--- config.mk ---
export PLATFORM = sky130hd
export DESIGN_NAME = periph_top
export DESIGN_NICKNAME = d
export VERILOG_FILES = /design/src/hw/periph_pin_pkg.sv /design/src/hw/periph_bus_pkg.sv /design/src/hw/periph_top.sv /design/src/hw/byte_pwm.sv /design/src/hw/gpio_ctrl.sv /design/src/hw/read_response.sv /design/src/hw/periph_decode.sv
export SDC_FILE = /design/constraint.sdc
export NUM_CORES = 1
export LEC_CHECK = 0
export ABC_AREA = 1
export BUFFER_PORTS_ARGS = -buffer_cell sky130_fd_sc_hd__buf_4
export CORE_AREA = 2 2 109 80
export CTS_CLUSTER_SIZE = 25
export DETAILED_ROUTE_END_ITERATION = 7
export DIE_AREA = 0 0 111 82
export PLACE_DENSITY = 0.78
export SLEW_MARGIN = 20
export SYNTH_ARGS = -nofsm -noshare
export SYNTH_HDL_FRONTEND = slang
export SYNTH_SLANG_ARGS = --single-unit
--- constraint.sdc ---
create_clock -name clk -period 2.65 [get_ports clk]
set_clock_uncertainty 0.2 [all_clocks]
set_input_delay 0 -clock clk [delete_from_list [all_inputs] [get_ports clk]]
set_output_delay 0 -clock clk [all_outputs]
set_load 0.005 [all_outputs]
--- src/hw/periph_pin_pkg.sv ---
`default_nettype none

// Pin routing and peripheral payload types
package periph_pin_pkg;

    typedef logic [3:0] slot_t;
    typedef logic [4:0] func_sel_t;  // Bit 4 picks simple slots, bits 3:0 the slot
    typedef logic [7:0] pins_t;
    typedef logic [7:0] byte_t;
    typedef logic [7:0] duty_t;
    typedef logic [2:0] audio_sel_t;

    // User slot 1 is the GPIO block
    localparam func_sel_t FUNC_GPIO = 5'd1;

endpackage

`default_nettype wire

--- src/hw/periph_bus_pkg.sv ---
`default_nettype none

// Core data bus as seen by the peripheral wrapper
package periph_bus_pkg;

    typedef logic [10:0] addr_t;
    typedef logic [31:0] word_t;
    typedef logic [1:0]  access_t;      // 00 byte, 01 half, 10 word, 11 idle
    typedef logic [5:0]  user_offset_t; // Register offset in a 64-byte slot
    typedef logic [3:0]  byte_offset_t; // Register offset in a 16-byte slot

    localparam access_t ACCESS_NONE = 2'b11;

    // Address fields
    localparam int unsigned SIMPLE_SEL_BIT  = 10; // High half holds the simple slots
    localparam int unsigned USER_SLOT_LSB   = 6;  // User slot in bits 9:6
    localparam int unsigned SIMPLE_SLOT_LSB = 4;  // Simple slot in bits 7:4

    // GPIO register map
    localparam user_offset_t GPIO_OUT_OFS  = 6'd0;
    localparam user_offset_t GPIO_IN_OFS   = 6'd4;
    localparam user_offset_t AUDIO_SEL_OFS = 6'd16;
    localparam user_offset_t FUNC_SEL_BASE = 6'd32; // One word per pin from here

endpackage

`default_nettype wire
--- src/hw/periph_top.sv ---
`default_nettype none

// Peripheral wrapper with GPIO in user slot 1 and PWM in simple slot 5
module periph_top
    import periph_bus_pkg::*, periph_pin_pkg::*;
#(
    parameter int unsigned NUM_PINS  = 8,
    parameter int unsigned GPIO_SLOT = 1,
    parameter int unsigned PWM_SLOT  = 5
) (
    input  logic    clk,
    input  logic    rst_n,
    input  addr_t   i_addr,
    input  word_t   i_wdata,
    input  access_t i_write_n,
    input  access_t i_read_n,
    input  logic    i_read_complete,
    input  pins_t   i_ui_in,
    output word_t   o_rdata,
    output logic    o_ready,
    output pins_t   o_uo_out,
    output logic    o_audio,
    output logic    o_audio_select
);

    logic  gpio_we;
    logic  pwm_we;
    word_t gpio_rdata;
    byte_t pwm_rdata;
    word_t periph_rdata;
    logic  periph_ready;
    logic  hold_mask;
    pins_t pwm_pins;

    periph_decode #(
        .GPIO_SLOT(GPIO_SLOT),
        .PWM_SLOT (PWM_SLOT)
    ) periph_decode_i (
        .i_addr        (i_addr),
        .i_write_n     (i_write_n),
        .i_read_n      (i_read_n),
        .i_hold_mask   (hold_mask),
        .i_gpio_rdata  (gpio_rdata),
        .i_pwm_rdata   (pwm_rdata),
        .o_gpio_we     (gpio_we),
        .o_pwm_we      (pwm_we),
        .o_periph_rdata(periph_rdata),
        .o_periph_ready(periph_ready)
    );

    read_response read_response_i (
        .clk            (clk),
        .rst_n          (rst_n),
        .i_read_n       (i_read_n),
        .i_write_n      (i_write_n),
        .i_read_complete(i_read_complete),
        .i_periph_rdata (periph_rdata),
        .i_periph_ready (periph_ready),
        .o_rdata        (o_rdata),
        .o_ready        (o_ready),
        .o_hold_mask    (hold_mask)
    );

    gpio_ctrl #(
        .NUM_PINS(NUM_PINS),
        .PWM_SLOT(PWM_SLOT)
    ) gpio_ctrl_i (
        .clk           (clk),
        .rst_n         (rst_n),
        .i_we          (gpio_we),
        .i_offset      (i_addr[$bits(user_offset_t)-1:0]),
        .i_wdata       (i_wdata),
        .i_ui_in       (i_ui_in),
        .i_pwm_pins    (pwm_pins),
        .o_rdata       (gpio_rdata),
        .o_uo_out      (o_uo_out),
        .o_audio_select(o_audio_select)
    );

    byte_pwm byte_pwm_i (
        .clk     (clk),
        .rst_n   (rst_n),
        .i_we    (pwm_we),
        .i_offset(i_addr[$bits(byte_offset_t)-1:0]),
        .i_wdata (i_wdata[$bits(byte_t)-1:0]),  // Byte interface uses the low lane
        .o_rdata (pwm_rdata),
        .o_pins  (pwm_pins),
        .o_audio (o_audio)
    );

endmodule

`default_nettype wire

--- src/hw/byte_pwm.sv ---
`default_nettype none

module byte_pwm
    import periph_bus_pkg::*, periph_pin_pkg::*;
(
    input  logic         clk,
    input  logic         rst_n,
    input  logic         i_we,
    input  byte_offset_t i_offset,
    input  byte_t        i_wdata,
    output byte_t        o_rdata,
    output pins_t        o_pins,
    output logic         o_audio
);

    localparam byte_offset_t DUTY_OFS = 4'd0;

    duty_t duty;
    duty_t count;
    logic  pwm_high;

    always_ff @(posedge clk) begin
        if (!rst_n) begin
            duty <= '0;
        end else if (i_we && i_offset == DUTY_OFS) begin
            duty <= i_wdata;
        end
    end

    // Free running, wraps every 256 cycles
    always_ff @(posedge clk) begin
        if (!rst_n) begin
            count <= '0;
        end else begin
            count <= count + 1'b1;
        end
    end

    // High for duty cycles out of 256
    assign pwm_high = count < duty;

    assign o_rdata = (i_offset == DUTY_OFS) ? duty : '0;
    assign o_pins  = {$bits(pins_t){pwm_high}};
    assign o_audio = pwm_high;

endmodule

`default_nettype wire

--- src/hw/gpio_ctrl.sv ---
`default_nettype none

module gpio_ctrl
    import periph_bus_pkg::*, periph_pin_pkg::*;
#(
    parameter int unsigned NUM_PINS = 8,
    parameter int unsigned PWM_SLOT = 5
) (
    input  logic         clk,
    input  logic         rst_n,
    input  logic         i_we,
    input  user_offset_t i_offset,
    input  word_t        i_wdata,
    input  pins_t        i_ui_in,
    input  pins_t        i_pwm_pins,
    output word_t        o_rdata,
    output pins_t        o_uo_out,
    output logic         o_audio_select
);

    localparam func_sel_t FUNC_PWM = {1'b1, slot_t'(PWM_SLOT)};

    pins_t      gpio_out;
    audio_sel_t audio_sel;
    func_sel_t  func_sel [NUM_PINS];

    // Register offset of a pin's function select
    function automatic user_offset_t func_sel_ofs(input int unsigned pin);
        return user_offset_t'(FUNC_SEL_BASE + 4 * pin);
    endfunction

    always_ff @(posedge clk) begin
        if (!rst_n) begin
            gpio_out  <= '0;
            audio_sel <= '0;
        end else if (i_we) begin
            if (i_offset == GPIO_OUT_OFS) begin
                gpio_out <= i_wdata[$bits(pins_t)-1:0];
            end
            if (i_offset == AUDIO_SEL_OFS) begin
                audio_sel <= i_wdata[$bits(audio_sel_t)-1:0];
            end
        end
    end

    for (genvar p = 0; p < NUM_PINS; p++) begin : g_func_sel
        always_ff @(posedge clk) begin
            if (!rst_n) begin
                func_sel[p] <= FUNC_GPIO;  // All pins start as GPIO
            end else if (i_we && i_offset == func_sel_ofs(p)) begin
                func_sel[p] <= i_wdata[$bits(func_sel_t)-1:0];
            end
        end
    end

    // Read-back
    always_comb begin
        o_rdata = '0;
        if (i_offset == GPIO_OUT_OFS) begin
            o_rdata = word_t'(gpio_out);
        end else if (i_offset == GPIO_IN_OFS) begin
            o_rdata = word_t'(i_ui_in);
        end else if (i_offset == AUDIO_SEL_OFS) begin
            o_rdata = word_t'(audio_sel);
        end
        for (int unsigned p = 0; p < NUM_PINS; p++) begin
            if (i_offset == func_sel_ofs(p)) begin
                o_rdata = word_t'(func_sel[p]);
            end
        end
    end

    // Output pin multiplexer
    always_comb begin
        o_uo_out = '0;  // Unpopulated sources drive low
        for (int unsigned p = 0; p < NUM_PINS; p++) begin
            if (func_sel[p] == FUNC_GPIO) begin
                o_uo_out[p] = gpio_out[p];
            end else if (func_sel[p] == FUNC_PWM) begin
                o_uo_out[p] = i_pwm_pins[p];
            end
        end
    end

    assign o_audio_select = audio_sel[2];

endmodule

`default_nettype wire

--- src/hw/read_response.sv ---
`default_nettype none

module read_response
    import periph_bus_pkg::*;
(
    input  logic    clk,
    input  logic    rst_n,
    input  access_t i_read_n,
    input  access_t i_write_n,
    input  logic    i_read_complete,
    input  word_t   i_periph_rdata,
    input  logic    i_periph_ready,
    output word_t   o_rdata,
    output logic    o_ready,
    output logic    o_hold_mask
);

    logic  hold;
    logic  ready_r;
    logic  capture;
    word_t rdata_r;

    assign capture = (i_read_n != ACCESS_NONE) && i_periph_ready && !hold;

    // Data stays put until the core signals completion
    always_ff @(posedge clk) begin
        if (!rst_n) begin
            hold    <= 1'b0;
            ready_r <= 1'b0;
        end else begin
            if (capture) begin
                hold <= 1'b1;
            end else if (i_read_complete) begin
                hold <= 1'b0;
            end
            ready_r <= capture;  // One cycle after the request
        end
    end

    always_ff @(posedge clk) begin
        if (capture) begin
            rdata_r <= i_periph_rdata;
        end
    end

    assign o_rdata     = rdata_r;
    assign o_ready     = ready_r || (i_write_n != ACCESS_NONE);  // Writes finish at once
    assign o_hold_mask = hold;

endmodule

`default_nettype wire

--- src/hw/periph_decode.sv ---
`default_nettype none

module periph_decode
    import periph_bus_pkg::*, periph_pin_pkg::*;
#(
    parameter int unsigned GPIO_SLOT = 1,
    parameter int unsigned PWM_SLOT  = 5
) (
    input  addr_t   i_addr,
    input  access_t i_write_n,
    input  access_t i_read_n,
    input  logic    i_hold_mask,
    input  word_t   i_gpio_rdata,
    input  byte_t   i_pwm_rdata,
    output logic    o_gpio_we,
    output logic    o_pwm_we,
    output word_t   o_periph_rdata,
    output logic    o_periph_ready
);

    localparam int unsigned NUM_SLOTS = 2 ** $bits(slot_t);

    logic                 simple_space;
    slot_t                user_slot;
    slot_t                simple_slot;
    logic [NUM_SLOTS-1:0] user_sel;    // One-hot
    logic [NUM_SLOTS-1:0] simple_sel;  // One-hot
    logic                 write_req;
    access_t              read_masked;

    assign simple_space = i_addr[SIMPLE_SEL_BIT];
    assign user_slot    = i_addr[USER_SLOT_LSB +: $bits(slot_t)];
    assign simple_slot  = i_addr[SIMPLE_SLOT_LSB +: $bits(slot_t)];

    always_comb begin
        user_sel   = '0;
        simple_sel = '0;
        if (simple_space) begin
            simple_sel[simple_slot] = 1'b1;
        end else begin
            user_sel[user_slot] = 1'b1;
        end
    end

    // Write strobes only for populated slots
    assign write_req = i_write_n != ACCESS_NONE;
    assign o_gpio_we = write_req && user_sel[GPIO_SLOT];
    assign o_pwm_we  = write_req && simple_sel[PWM_SLOT];

    // Empty slots read as zero
    always_comb begin
        o_periph_rdata = '0;
        if (simple_sel[PWM_SLOT]) begin
            o_periph_rdata = word_t'(i_pwm_rdata);  // Byte zero-extended
        end else if (user_sel[GPIO_SLOT]) begin
            o_periph_rdata = i_gpio_rdata;
        end
    end

    // All slots answer at once, held data blocks a second read
    assign read_masked    = i_read_n | {$bits(access_t){i_hold_mask}};
    assign o_periph_ready = read_masked != ACCESS_NONE;

endmodule

`default_nettype wire

==> reports/metrics.cfg, run 1 <==
[floorplanning]
start_util_pct=51.4
core_um2=8090
dieWidth_um=111
row_count=28
io_pins=101
die_area_um2=9100
die_h_um=82

[timing]
holdWs_ns=0.00875
timing.fmax_ghz=0.407
fin_crit_ns=2.46
finalMaxSlewViolations=0
final-hold-violation-count=0
tightestPinTransition_ns=0.716
setup_tns_ns=0
relSlewSlack_pct=51.8
fin_crit_sh_pct=92.8
setup_viol=0
rsz0062_at_grt=false

[synthesis]
synth_top_family_by_area=simple AND/OR/NAND/NOR gates
synth-compound-area-share_pct=12.2
synthCells=506
synth-seq-area-share_pct=48.6
yosysWarnings=0
synthXorXnorAreaFrac_pct=0.211
yosys.area_share.adder_pct=2.41
syn_area_um2=4160
synthMuxAreaShare_pct=0
yosys.area_share.simple_pct=25.1
synth.avg_cell_area_um2=8.22
synth.distinct_cells=40
ys_ff_latch=77

[place]
hpwlAfterDp_mm=7.55
postPlaceCellArea_um2=4570
io_buffer_count=52
gp_congestion=0.947
place_inst=657

[final_layout]
drive_above_1_share_pct=18.7
area_delta_synth_final_pct=23.4
diodes=0
final_common_cell=nand2_1
finalNetCount=655
final_cells=699
fin_area_um2=5130
final_cell_mix=96 x nand2_1, 64 x nor2_1, 56 x buf_4

[worst_hold_path]
min_path_type=primary input to flip-flop
holdCritStartpoint=i_addr[0]
min_path_cells=6
hold-path-endpoint=gpio_ctrl_i.gpio_out[7]

[grt]
track_usage_pct=23.7
grt_antenna_before_repair=0
grt_pass1_wl_mm=16.7
grt_max_degree=35
grtUsageMet1_pct=33.3
grt_use_met2_pct=37.4
grt_use_met3_pct=4.94
grt.busiest_layer=met2
grt_pass1_vias=3378
grt-ovfl-total=0

[cts]
clkLatencyLatePin_ns=0.33
cts_root_buf=clkbuf_16
clk_path_buf_depth=2
cts_tree=done
cts_htree_levels=3
cts_made_buffers=9
clkSinkCount=77
path_clk_slew_ns=0.06

[critical_path]
endpoint_kind=output port
r2r_cells=6
setup.worst_path.class=flip-flop to output port
worst-path-max-fanout=6
worstPathCellList=inv_1 -> ha_1 -> o21ai_0 -> nand2_1 -> nand3_1 -> nand2_1 -> a21oi_2 -> buf_4 -> nand2_1 -> a211oi_1 -> buf_4
slowest_delay_ns=0.32
crit_slowest_cell=dfxtp_1
crit_required_ns=2.45
startpoint_type=flip-flop
worst-path-buf-inv=3
crit_top_cell=nand2_1
r2r_end=read_response_i.o_hold_mask
worstReg2RegStart=read_response_i.o_hold_mask
crit_family=compound AO/OA/AOI/OAI gates
r2r_slack_ns=0.47
cp.arrival_ns=2.26

[flow_run]
cap_violations=0

[route]
num_vias=3768
drtPass1Iterations=5
ant_nets=0
routed_wl_mm=10.6
drc=0
wl_per_cell_um=15.1
avgViaCountPerCell=5.39
drt-initial-drc-count=334

[power_and_ir_drop]
p_total_mw=2.86
vdd_ir_drop_max_uv=362
cellLeakagePower_nw=2.12
pwr_density_cell_nw_per_um2=558

[status]
outcome=complete, no violations

layer usage:
metal  vias up  share of wire (%)  routed length, µm
met2       199                 44               4710
met1      1755                 44               4670
met3        10                 10               1100
met4         0                1.0                110
met5         -                  0                  0
li1       1804                  -                  -
logic make-up (layout without fill, tap and decap cells):
| group | count (synthesis) | in the layout |
|---|---|---|
| and+or+nand+nor | 224 | 224 |
| buffers and inverters | 101 | 166 |
| AOI/OAI and AO/OA | 94 | 94 |
| DFF | 77 | 77 |
| adders and majority gates | 8 | 8 |
| other | 1 | 24 |
| xor gates and xnor gates | 1 | 1 |
synthesized netlist by cell type (all sizes together):
library cell	n	area share (%)
nand2	98	9.0
nor2	77	8.2
inv	65	5.9
edfxtp	48	35
o21ai	41	4.9
a21oi	40	4.9
buf	29	4.9
dfxtp	29	14
nand3	16	2.0
nor3	16	2.9
ha	8	2.4
nand4	8	1.2
a211oi	6	1.1
clkinv	5	0.45
nor4	3	0.60
a31oi	2	0.30
a32o	2	0.48
clkbuf	2	0.18
nor3b	2	0.48
o22ai	2	0.30
or2	2	0.30
and3	1	0.15
conb	1	0.090
nand3b	1	0.18
o41ai	1	0.21
xnor2	1	0.21
cell type report:
class,instances,area (µm²)
Sequential cell,77,2020
Multi-Input combinational cell,351,1750
Timing Repair Buffer,80,661
Tap cell,105,131
Inverter,70,263
Clock buffer,10,239
Fill cell,700,2960
Clock inverter,6,67.6
worst max-delay path by stage:
stage | startpoint | depth (start not counted) | slack [ns] | end
final | byte_pwm_i.duty[1] | 11 | 0.19 | o_uo_out[5]
after global routing | i_addr[10] | 11 | 0.004 | gpio_ctrl_i.gpio_out[5]
after CTS | i_addr[10] | 11 | 0.11 | gpio_ctrl_i.gpio_out[6]
after detailed placement | i_addr[7] | 6 | 0.48 | gpio_ctrl_i.func_sel[0][16]
after global placement | byte_pwm_i.duty[1] | 11 | 0.50 | o_uo_out[3]
after floorplan | i_addr[10] | 6 | 0.90 | gpio_ctrl_i.func_sel[0][10]
stage by stage:
stage	worst slack, ns	utilization, %
final	0.190	63.4
after floorplan	0.905	-
after global placement	0.498	56.5
after detailed placement	0.483	56.5
after CTS	0.109	63.2
after global routing	0.00360	63.4
worst min-delay path, stage by stage:
cell and delay [ns]:
buf_4 0.10, nor2_4 0.05, nand3_2 0.12, nor2_4 0.05
inv_1 0.10, a21oi_1 0.07
sequential cells by signal, indices dropped and copies added, names as in the netlist:
name,cells
byte_pwm_i.count,8
byte_pwm_i.duty,8
gpio_ctrl_i.audio_sel,3
gpio_ctrl_i.func_sel,40
gpio_ctrl_i.gpio_out,8
read_response_i.o_hold_mask,1
read_response_i.o_rdata,8
read_response_i.ready_r,1
report_power, final:
part,internal [mW],switching [mW]
clock network,0.762,0.490
registers,1.32,0.0278
logic,0.107,0.154
total,2.19,0.672
timing repair:
item | CTS | global route
buffers inserted | 0 | 2
hold endpoints to repair | 37 | 0
hold buffers | 24 | 0
endpoints found under the setup margin | 0 | 3
gates resized for setup | 0 | 0
(Power assumes the default switching activity.)
==> run 2, diff against run 1 <==
GPL_TIMING_DRIVEN = 0   (was not set)
==> run 2 against run 1 <==
First-iteration DRC count decreased by 15%. Wire length increased by 5.4%. Total power increased by 3.7%. Non-clock buffer count increased by 22. Die area unchanged. Cell count increased by 3.1%. Global-route usage increased by 1.4 points. Sequential share of layout area decreased by 1.2 points. Register-to-register slack got worse by 0.03 ns. Critical path type unchanged. Critical endpoint is now o_uo_out[3]. Largest cell class unchanged.
==> reports/metrics.cfg, run 2 (synthesis gave the netlist of run 1 again) <==
[grt]
grt_pass1_wl_mm=17.5  ; +4.7%
grt_antenna_before_repair=0  ; unchanged
grt_max_degree=15  ; -57%
grt_pass1_vias=3495  ; +3.5%
grt-ovfl-total=0  ; unchanged
track_usage_pct=25.1  ; +1.4 points

[power_and_ir_drop]
vdd_ir_drop_max_uv=313  ; -13%
pwr_density_cell_nw_per_um2=561  ; +0.61%
cellLeakagePower_nw=2.23  ; +5.0%

[cts]
clk_path_buf_depth=2  ; unchanged
cts_tree=done
clkLatencyLatePin_ns=0.34  ; about the same
path_clk_slew_ns=0.06  ; about the same
cts_made_buffers=9  ; unchanged
cts_htree_levels=3  ; unchanged
cts_root_buf=clkbuf_16
clkSinkCount=77  ; unchanged

[route]
drt-initial-drc-count=284  ; -15%
wl_per_cell_um=15.5  ; +2.1%
drc=0  ; unchanged
drtPass1Iterations=5  ; unchanged
avgViaCountPerCell=5.27  ; -2.2%
routed_wl_mm=11.2  ; +5.4%
ant_nets=0  ; unchanged
num_vias=3800  ; +0.85%

[timing]
timing.fmax_ghz=0.420  ; +3.3%
fin_crit_ns=2.38  ; -0.0784 ns
fin_crit_sh_pct=89.9  ; -3.0 points
finalMaxSlewViolations=0  ; unchanged
tightestPinTransition_ns=1.01  ; +0.292 ns
fin_ws_ns=0.268  ; +0.0784 ns
setup_viol=0  ; unchanged
rsz0062_at_grt=false
relSlewSlack_pct=32.8  ; -19 points
setup_tns_ns=0  ; unchanged
final-hold-violation-count=0  ; unchanged

[final_layout]
area_delta_synth_final_pct=27.1
finalNetCount=677  ; +3.4%
final_cell_mix=96 x nand2_1, 78 x buf_4, 64 x nor2_1
diodes=0  ; unchanged
num-fill-cells=651  ; -7.0%
drive_above_1_share_pct=21.9  ; +3.2 points
fin_area_um2=5290  ; +3.0%
regMostFlops=gpio_ctrl_i.func_sel
largest_reg_flops=40  ; unchanged
final_common_cell=nand2_1

[place]
postPlaceCellArea_um2=4770  ; +4.3%
io_buffer_count=52  ; unchanged
preCtsSetupSlack_ns=0.296  ; -0.186 ns
gp_congestion=0.963  ; +1.7%
hpwlAfterDp_mm=7.97  ; +5.5%

[critical_path]
worst-path-max-fanout=8  ; +2
endpoint_kind=output port
crit_required_ns=2.45  ; about the same
setup.worst_path.class=flip-flop to output port
cp.arrival_ns=2.18  ; -0.08 ns
startpoint_type=flip-flop

[worst_hold_path]
min_path_type=primary input to flip-flop

[floorplanning]
dieWidth_um=111  ; unchanged
row_count=28  ; unchanged
start_util_pct=51.4  ; unchanged
io_pins=101  ; unchanged
die_h_um=82  ; unchanged
core_um2=8090  ; unchanged
die_area_um2=9100  ; unchanged

[status]
outcome=complete, no violations

[flow_run]
cap_violations=0  ; unchanged

[run 2: final cells by class]
cell class                 count  area, µm²  area share (%)
clock inverter                 6       86.3            1.63
tap                          105        131            2.48
inverter                      70        263            4.97
sequential                    77       2020            38.2
multi-input combinational    351       1760            33.2
timing repair buffer          71        588            11.1
clock buffer                  10        229            4.33
buffer                        31        213            4.02
[run 2: through the flow]
stage	std cells	hold WS, ns	power, mW	util, %
6_report	721	0.00940	2.97	65.4
5_1_grt	721	0.0366	3.06	65.4
4_1_cts	719	0.00857	2.94	65.0
3_5_place_dp	686	0.00448	1.63	58.9
3_3_place_gp	686	0.000827	1.62	58.9
2_1_floorplan	529	-0.0862	1.51	-
[run 2: layer usage]
metal / share of wire, % / up-vias / GRT usage (%)
met5: 0 / - / 0
met4: 1.1 / 0 / 5.13
met3: 10 / 17 / 7.01
met2: 45 / 190 / 40.6
met1: 44 / 1749 / 34.4
li1: - / 1844 / -
[run 2: what timing repair did]
| item | 4_1_cts | 5_1_grt |
|---|---|---|
| setup endpoints to repair | 1 | 2 |
| setup buffers | 0 | 2 |
| hold buffers | 17 | 0 |
| endpoints found under the hold margin | 21 | 0 |
| gates resized for setup | 1 | 0 |
[run 2: report_power, final]
group / internal [mW] / switching (mW)
Combinational: 0.132 / 0.165
Sequential: 1.32 / 0.0295
Clock: 0.826 / 0.492
[run 2: path summary, 6_finish.rpt]
check / startpoint / end / slack (ns) / depth (start not counted)
worst min-delay path: i_write_n[1] / byte_pwm_i.duty[4] / 0.009 / 5
worst max register to register: read_response_i.o_hold_mask / read_response_i.o_hold_mask / 0.44 / 4
worst max-delay path: byte_pwm_i.duty[7] / o_uo_out[3] / 0.27 / 9
worst min register to register: byte_pwm_i.duty[0] / byte_pwm_i.duty[0] / 0.28 / 2
[run 2: critical path, stage by stage (launching register included)]
cell and delay [ns]:
dfxtp_1 0.32, inv_1 0.07, ha_1 0.29, a21oi_1 0.14, o21ai_0 0.15, a21oi_4 0.20, buf_12 0.15, nand2_1 0.05
a211oi_1 0.29, buf_4 0.17
